`config.mk`:
```
export PLATFORM = sky130hd
export DESIGN_NAME = clockLaneTx
export DESIGN_NICKNAME = d
export VERILOG_FILES = /design/src/verilog/lineStatePkg.sv /design/src/verilog/laneCtrlPkg.sv /design/src/verilog/requestDecoder.sv /design/src/verilog/laneSequencer.sv /design/src/verilog/lineDriver.sv /design/src/verilog/clockLaneTx.sv
export VERILOG_INCLUDE_DIRS = /design/src /design/src/verilog
export SDC_FILE = /design/constraint.sdc
export NUM_CORES = 1
export LEC_CHECK = 0
export ABC_CLOCK_PERIOD_IN_PS = 1850
export BUFFER_PORTS_ARGS = -buffer_cell sky130_fd_sc_hd__buf_2
export CELL_PAD_IN_SITES_DETAIL_PLACEMENT = 1
export CELL_PAD_IN_SITES_GLOBAL_PLACEMENT = 2
export CORE_MARGIN = 1
export CORE_UTILIZATION = 33
export DETAILED_ROUTE_END_ITERATION = 7
export PLACE_DENSITY_LB_ADDON = 0.08
export SYNTH_ARGS = -nofsm -noshare
export SYNTH_HDL_FRONTEND = slang
export SYNTH_HIERARCHICAL = 1
export SYNTH_SLANG_ARGS = --single-unit
```
`constraint.sdc`:
```
create_clock -name ppi -period 1.85 [get_ports ppi]
set_input_delay 0.185 -clock ppi [delete_from_list [all_inputs] [get_ports ppi]]
set_output_delay 0.185 -clock ppi [all_outputs]
set_load 0.03 [all_outputs]
```
`src/verilog/clockLane_defs.svh`:
```
// Stage lengths in ppi cycles; T_PRE and T_POST must stay even and all values must fit CNT_W bits
`ifndef CLOCK_LANE_DEFS_SVH
`define CLOCK_LANE_DEFS_SVH

// Power-up and LP sequencing
`define CLK_LANE_T_INIT     20
`define CLK_LANE_T_LPX      4
`define CLK_LANE_T_PREPARE  3

// HS preamble
`define CLK_LANE_T_ZERO     8
`define CLK_LANE_T_PRE      4

// HS end of burst
`define CLK_LANE_T_POST     6
`define CLK_LANE_T_TRAIL    3
`define CLK_LANE_T_HS_EXIT  5

// ULPS exit
`define CLK_LANE_T_WAKEUP   30

// Stage counter width
`define CLK_LANE_CNT_W      6

`endif

```
`src/verilog/lineStatePkg.sv`:
```
// Line levels of one differential clock lane; the off lane is driven as LP00, never left floating
package lineStatePkg;

    // Levels seen on the Dp/Dn pair
    // Lp values name Dp first, then Dn
    typedef enum logic [2:0]
    {
        Lp00 = 3'd0,
        Lp01 = 3'd1,
        Lp10 = 3'd2,
        Lp11 = 3'd3,
        Hs0  = 3'd4,
        Hs1  = 3'd5
    } lineState_t;

endpackage

```
`src/verilog/laneCtrlPkg.sv`:
```
// Controller types of the clock lane; no HS idle and no error state exist in this controller
package laneCtrlPkg;

    // Request resolved from the PPI levels
    typedef enum logic [2:0]
    {
        CmdOff      = 3'd0,
        CmdNone     = 3'd1,
        CmdHs       = 3'd2,
        CmdUlps     = 3'd3,
        CmdUlpsExit = 3'd4
    } laneCmd_t;

    // Sequencer states, timed stages included
    typedef enum logic [3:0]
    {
        Off, Init, Stop,
        HsLpx, HsPrepare, HsZero, HsPre, HsTx, HsPost, HsTrail, HsExit,
        UlpsEntry, Ulps, UlpsWakeup
    } laneState_t;

endpackage

```
`src/verilog/requestDecoder.sv`:
```
// Request levels are sampled on ppi with no synchronizer; HS wins over ULPS when both are raised
module requestDecoder
    import laneCtrlPkg::*;
(
    input  logic     ppi,
    input  logic     hs_clk,
    input  logic     enable,
    input  logic     txRequestHs,
    input  logic     txUlpsClk,
    input  logic     txUlpsExit,
    output laneCmd_t cmd
);

    laneCmd_t nextCmd;

    // Fixed priority, shutdown first
    always_comb
    begin
        if (!enable)
        begin
            nextCmd = CmdOff;
        end
        else if (txRequestHs)
        begin
            nextCmd = CmdHs;
        end
        else if (txUlpsClk && txUlpsExit)
        begin
            nextCmd = CmdUlpsExit;
        end
        else if (txUlpsClk)
        begin
            nextCmd = CmdUlps;
        end
        else
        begin
            nextCmd = CmdNone;
        end
    end

    // One register stage between the PPI pins and the sequencer
    always_ff @(posedge ppi or negedge hs_clk)
    begin
        if (!hs_clk)
        begin
            cmd <= CmdOff;
        end
        else
        begin
            cmd <= nextCmd;
        end
    end

endmodule

```
`src/verilog/laneSequencer.sv`:
```
// HsTx is left only after an even number of cycles, so an HS exit may take one extra cycle
`include "clockLane_defs.svh"

module laneSequencer
    import laneCtrlPkg::*;
(
    input  logic       ppi,
    input  logic       hs_clk,
    input  laneCmd_t   cmd,
    output laneState_t state
);

    localparam int CntW = `CLK_LANE_CNT_W;

    // Counter load values, a stage of N cycles counts N-1 down to 0
    localparam logic [CntW-1:0] LenInit    = CntW'(`CLK_LANE_T_INIT - 1);
    localparam logic [CntW-1:0] LenLpx     = CntW'(`CLK_LANE_T_LPX - 1);
    localparam logic [CntW-1:0] LenPrepare = CntW'(`CLK_LANE_T_PREPARE - 1);
    localparam logic [CntW-1:0] LenZero    = CntW'(`CLK_LANE_T_ZERO - 1);
    localparam logic [CntW-1:0] LenPre     = CntW'(`CLK_LANE_T_PRE - 1);
    localparam logic [CntW-1:0] LenPost    = CntW'(`CLK_LANE_T_POST - 1);
    localparam logic [CntW-1:0] LenTrail   = CntW'(`CLK_LANE_T_TRAIL - 1);
    localparam logic [CntW-1:0] LenHsExit  = CntW'(`CLK_LANE_T_HS_EXIT - 1);
    localparam logic [CntW-1:0] LenWakeup  = CntW'(`CLK_LANE_T_WAKEUP - 1);

    laneState_t      nextState;
    logic [CntW-1:0] cnt;
    logic [CntW-1:0] nextCnt;
    logic            expired;

    assign expired = (cnt == '0);

    always_comb
    begin
        nextState = state;
        // Count down and hold at zero once expired
        nextCnt   = expired ? cnt : cnt - 1'b1;

        case (state)
            Off:
            begin
                if (cmd != CmdOff)
                begin
                    nextState = Init;
                    nextCnt   = LenInit;
                end
            end
            Init:
            begin
                if (expired)
                begin
                    nextState = Stop;
                end
            end
            Stop:
            begin
                if (cmd == CmdHs)
                begin
                    nextState = HsLpx;
                    nextCnt   = LenLpx;
                end
                else if (cmd == CmdUlps)
                begin
                    nextState = UlpsEntry;
                    nextCnt   = LenLpx;
                end
            end
            HsLpx:
            begin
                if (expired)
                begin
                    nextState = HsPrepare;
                    nextCnt   = LenPrepare;
                end
            end
            HsPrepare:
            begin
                if (expired)
                begin
                    nextState = HsZero;
                    nextCnt   = LenZero;
                end
            end
            HsZero:
            begin
                if (expired)
                begin
                    nextState = HsPre;
                    nextCnt   = LenPre;
                end
            end
            HsPre:
            begin
                if (expired)
                begin
                    nextState = HsTx;
                    nextCnt   = '0;
                end
            end
            HsTx:
            begin
                // Bit 0 tracks the HS phase, 1 means this cycle shows Hs0
                nextCnt = cnt ^ CntW'(1);
                if (cmd != CmdHs && cnt[0])
                begin
                    nextState = HsPost;
                    nextCnt   = LenPost;
                end
            end
            HsPost:
            begin
                if (expired)
                begin
                    nextState = HsTrail;
                    nextCnt   = LenTrail;
                end
            end
            HsTrail:
            begin
                if (expired)
                begin
                    nextState = HsExit;
                    nextCnt   = LenHsExit;
                end
            end
            HsExit:
            begin
                if (expired)
                begin
                    nextState = Stop;
                end
            end
            UlpsEntry:
            begin
                if (expired)
                begin
                    nextState = Ulps;
                end
            end
            Ulps:
            begin
                if (cmd == CmdUlpsExit)
                begin
                    nextState = UlpsWakeup;
                    nextCnt   = LenWakeup;
                end
            end
            UlpsWakeup:
            begin
                // Minimum wakeup time, then wait for the ULPS request to go
                if (expired && cmd == CmdNone)
                begin
                    nextState = Stop;
                end
            end
            default:
            begin
                nextState = Off;
                nextCnt   = '0;
            end
        endcase

        // Shutdown overrides any stage
        if (cmd == CmdOff)
        begin
            nextState = Off;
            nextCnt   = '0;
        end
    end

    always_ff @(posedge ppi or negedge hs_clk)
    begin
        if (!hs_clk)
        begin
            state <= Off;
            cnt   <= '0;
        end
        else
        begin
            state <= nextState;
            cnt   <= nextCnt;
        end
    end

endmodule

```
`src/verilog/lineDriver.sv`:
```
// Outputs follow the sequencer state one ppi cycle late; the HS clock toggles once per ppi cycle
module lineDriver
    import lineStatePkg::*;
    import laneCtrlPkg::*;
(
    input  logic       ppi,
    input  logic       hs_clk,
    input  laneState_t state,
    output lineState_t line,
    output logic       stopstate,
    output logic       txReadyHs,
    output logic       ulpsActiveNot
);

    lineState_t nextLine;
    logic       toggling;
    // High when the next toggle cycle shows Hs1
    logic       hsPhase;

    assign toggling = (state == HsPre) || (state == HsTx) || (state == HsPost);

    always_comb
    begin
        case (state)
            Init, Stop, HsExit:    nextLine = Lp11;
            HsLpx:                 nextLine = Lp01;
            HsZero, HsTrail:       nextLine = Hs0;
            HsPre, HsTx, HsPost:   nextLine = hsPhase ? Hs1 : Hs0;
            UlpsEntry, UlpsWakeup: nextLine = Lp10;
            default:               nextLine = Lp00;
        endcase
    end

    // Phase is parked at Hs1 outside the toggle states, so HsPre always starts high
    always_ff @(posedge ppi or negedge hs_clk)
    begin
        if (!hs_clk)
        begin
            hsPhase <= 1'b1;
        end
        else
        begin
            hsPhase <= toggling ? ~hsPhase : 1'b1;
        end
    end

    always_ff @(posedge ppi or negedge hs_clk)
    begin
        if (!hs_clk)
        begin
            line          <= Lp00;
            stopstate     <= 1'b0;
            txReadyHs     <= 1'b0;
            ulpsActiveNot <= 1'b1;
        end
        else
        begin
            line          <= nextLine;
            stopstate     <= (state == Stop);
            txReadyHs     <= (state == HsTx);
            ulpsActiveNot <= (state != Ulps);
        end
    end

endmodule

```
`src/verilog/clockLaneTx.sv`:
```
// Master clock lane, PPI levels in and line level out with three ppi cycles of latency
module clockLaneTx
    import lineStatePkg::*;
    import laneCtrlPkg::*;
(
    input  logic       ppi,
    input  logic       hs_clk,
    input  logic       enable,
    input  logic       txRequestHs,
    input  logic       txUlpsClk,
    input  logic       txUlpsExit,
    output lineState_t line,
    output logic       stopstate,
    output logic       txReadyHs,
    output logic       ulpsActiveNot
);

    laneCmd_t   cmd;
    laneState_t state;

    requestDecoder decoder (
        .ppi         (ppi),
        .hs_clk      (hs_clk),
        .enable      (enable),
        .txRequestHs (txRequestHs),
        .txUlpsClk   (txUlpsClk),
        .txUlpsExit  (txUlpsExit),
        .cmd         (cmd)
    );

    laneSequencer sequencer (
        .ppi    (ppi),
        .hs_clk (hs_clk),
        .cmd    (cmd),
        .state  (state)
    );

    lineDriver driver (
        .ppi           (ppi),
        .hs_clk        (hs_clk),
        .state         (state),
        .line          (line),
        .stopstate     (stopstate),
        .txReadyHs     (txReadyHs),
        .ulpsActiveNot (ulpsActiveNot)
    );

endmodule

```
==> results.yml <==
worst_setup_path:
  reg2reg_slack_ns: -0.03
  reg2reg_depth: 6
  cp_max_fo: 4
  crit_path_end_kind: "flop"
  crit_chain: "or3_4 > nor2_4 > inv_4 > nor2_1 > o221a_2 > mux2_4"
  critPathLaunchType: "flop"
  path_class: "reg2reg"
  cp-startpoint: "sequencer/cnt[4]"
  cp.arrival_ns: 2.03
  slowest_stage: "or3_4"
  required_ns: 2.00
  reg2reg_from: "sequencer/cnt[4]"
  rr_endpoint: "sequencer/state[0]"
  max_stage_delay_ns: 0.41
route:
  wl_per_cell_um: 18.1
  detail_route.first_pass.iterations: 4
  via_per_inst: 5.82
  drt_iter0_markers: 122
  drtAntennaViolNets: 0
  routed_wl_mm: 4.95
  post-route-drc-count: 0
  num_vias: 1596
floorplan:
  rows: 25
  core-area_sq_mm: 0.00469
  die_w_um: 71.7
  die_area_sq_mm: 0.00514
  io_pins: 12
  initial_core_util_pct: 34.2
  die_h_um: 71.7
yosys:
  synthCells: 188
  synth.distinct_cells: 63
  syn_avg_cell_area_sq_um: 8.53
  synth-edff-count: 0
  async_reset_ff_share_pct: 100
  synth_flop_cell: "dfrtp_1"
  ys_ff_latch: 20
  post_synth_instance_area_sq_mm: 0.00160
  ys_seq_area_share_pct: 31.4
  yosys_warnings: 6
  syn_nets: 198
cells_and_area:
  syn_to_final_growth_pct: 29.1
  final_cell_area_sq_mm: 0.00207
  n_antenna_cell: 0
  nets: 231
  layout-drive-gt1-share_pct: 35.9
sta:
  worstMarginPinSlew_ns: 0.486
  timing.slew.headroom_pct: 67.6
  fmax_mhz: 532
  finalClockSkew_ns: 0.00422
  holdWs_ns: 0.109
  drv_slew: 0
  fin_crit_sh_pct: 102
  rsz0062_at_grt: "true"
  setup_viol: 4
  min_period_ns: 1.88
  hold_violations: 0
  setup_slack_ns: -0.0313
place:
  place_area_sq_mm: 0.00190
  hpwl_mm: 3.65
  routabilityCongestion: 0.855
  pre_cts_ws_ns: -0.0371
  numPortBuffers: 11
power:
  sw_frac_of_total_pct: 43.9
  power_frac_comb_pct: 69.7
  clkPwrFrac_pct: 12.0
  powerDensity_mw_per_mm2: 1840
  peakVddDrop_mv: 0.509
  p_sw_mw: 1.67
  power.static_leakage_nw: 0.900
  pwr-share-seq_pct: 18.3
  p_int_mw: 2.14
grt:
  grt_usage_pct: 20.8
  first_global_vias: 1654
  overflow: 0
  grt_first_pass_wirelength_mm: 8.29
  antenna_found_initial: 0
  grt_max_degree: 35
cts:
  cts.sinks: 20
  clockBufferDepth: 2
  cts_root_buf: "clkbuf_8"
  numCtsBuffers: 3
  cts_tree: "done"
  clk_latency_ns: 0.26
  htreeDepth: 1
  path_clk_slew_ns: 0.09
min_path:
  whs_path_depth: 2
  hold_start: "txUlpsClk"
  worst_hold_path.endpoint: "decoder/cmd[0]"
  hold_path.class: "in2reg"
run_status:
  status: "finished, violations left"
  violations: "setup timing"
flow_run:
  maxCapViolCount: 0
-- per-layer routing --
metal	vias to the layer above	wire length, um	global-route usage (%)
li1	762	-	-
met1	807	2390	28.3
met2	25	2400	34.6
met3	2	131	2.67
met4	0	23	5.88
met5	-	0	0
-- timing repair --
action                     4_1_cts  5_1_grt
setup endpoints to repair        7        7
pin swaps                        1        7
hold buffers                     1        0
resized for setup                3       11
setup buffers                    2        0
hold endpoints to repair        18        0
-- metrics by stage --
step	setup TNS (ns)	util, %	std cells	total power [mW]
floorplan	-0.000966	-	188	2.35
CTS	-0.0164	42.9	274	3.69
global route	-0.425	44.1	274	4.11
global placement	-0.0474	40.6	267	3.07
finish	-0.0902	44.1	274	3.81
detailed placement	-0.0738	40.6	267	3.15
-- worst max-delay path by stage --
stage | to | depth (start not counted)
after CTS | sequencer/cnt[0] | 8
after floorplan | sequencer/cnt[0] | 8
after detailed placement | sequencer/cnt[0] | 8
final | sequencer/state[0] | 6
after global placement | sequencer/cnt[1] | 7
after global routing | sequencer/state[0] | 6
-- state kept, by name, indices dropped and copies added, names as in the netlist --
| name | cells |
|---|---|
| driver/hsPhase | 1 |
| sequencer/cnt | 6 |
| driver/ulpsActiveNot | 1 |
| sequencer/state | 4 |
| driver/txReadyHs | 1 |
| decoder/cmd | 3 |
| driver/stopstate | 1 |
| driver/line | 3 |
-- power groups by stage --
stage | Clock [mW] | Combinational (mW) | Sequential (mW)
floorplan | 0 | 1.59 | 0.768
global placement | 0 | 2.37 | 0.701
detailed placement | 0 | 2.45 | 0.706
CTS | 0.470 | 2.53 | 0.697
global route | 0.492 | 2.89 | 0.724
finish | 0.457 | 2.66 | 0.698
-- synthesized netlist by cell type, drive strengths merged, types with 2 or more instances --
cell | n | area (sq um)
xor2 | 2 | 17.5
o211ai | 2 | 15.0
o21ai | 11 | 55.1
or3 | 5 | 36.3
nand3 | 5 | 25.0
o21a | 4 | 30.0
ha | 4 | 50.1
a211oi | 2 | 15.0
clkbuf | 2 | 7.51
o32a | 2 | 20.0
nand2 | 9 | 33.8
o22ai | 3 | 18.8
nor3b | 3 | 27.5
inv | 6 | 22.5
dfrtp | 18 | 450
a22o | 2 | 17.5
and2 | 3 | 18.8
nor2b | 4 | 25.0
or2 | 2 | 15.0
nor4b | 3 | 26.3
dfstp | 2 | 52.6
a31oi | 3 | 18.8
mux2 | 4 | 56.3
nor3 | 9 | 45.0
nor2 | 16 | 62.6
a21oi | 13 | 65.1
buf | 16 | 95.1
nand2b | 4 | 27.5
o32ai | 3 | 26.3
nand4b | 2 | 17.5
a21o | 3 | 22.5
-- cells in the final DEF (no fill, tap or decap), drive strengths merged, types with 3 or more instances in the layout --
cell type / count
nor2: 16
o22ai: 3
o32ai: 3
a31oi: 3
nor4b: 3
o21a: 4
nor2b: 4
ha: 4
o21ai: 11
buf: 45
nand3: 5
and2: 3
mux2: 4
nor3b: 3
clkbuf: 3
inv: 6
nand2: 9
nor3: 9
dfrtp: 18
or3: 5
a21oi: 13
nand2b: 4
a21o: 3
-- worst max-delay path: cells and delay by family (launching register included) --
family / cells / cell delay, ns
DFF: 1 / 0.39
AOI/OAI and AO/OA: 1 / 0.29
and+or+nand+nor: 3 / 0.72
muxes: 1 / 0.31
buffers and inverters: 1 / 0.07
-- logic make-up after synthesis --
group           Yosys count  share of synthesized area [%]
flops                    20                           31.4
mux                       5                           4.13
xor+xnor                  3                           1.64
compound gates           60                           25.9
buf+inv                  24                           7.80
simple gates             72                           26.1
fa+ha+maj                 4                           3.12
-- cell type report --
cell class	count	area, sq um
repair buffers	46	333
clock buffers	3	41.3
clock inverters	1	30.0
inverters	6	25.0
fillers	545	2620
multi-input cells	144	1070
flip-flops and latches	20	505
well taps	54	67.6
Power figures use the tool's default switching activity.
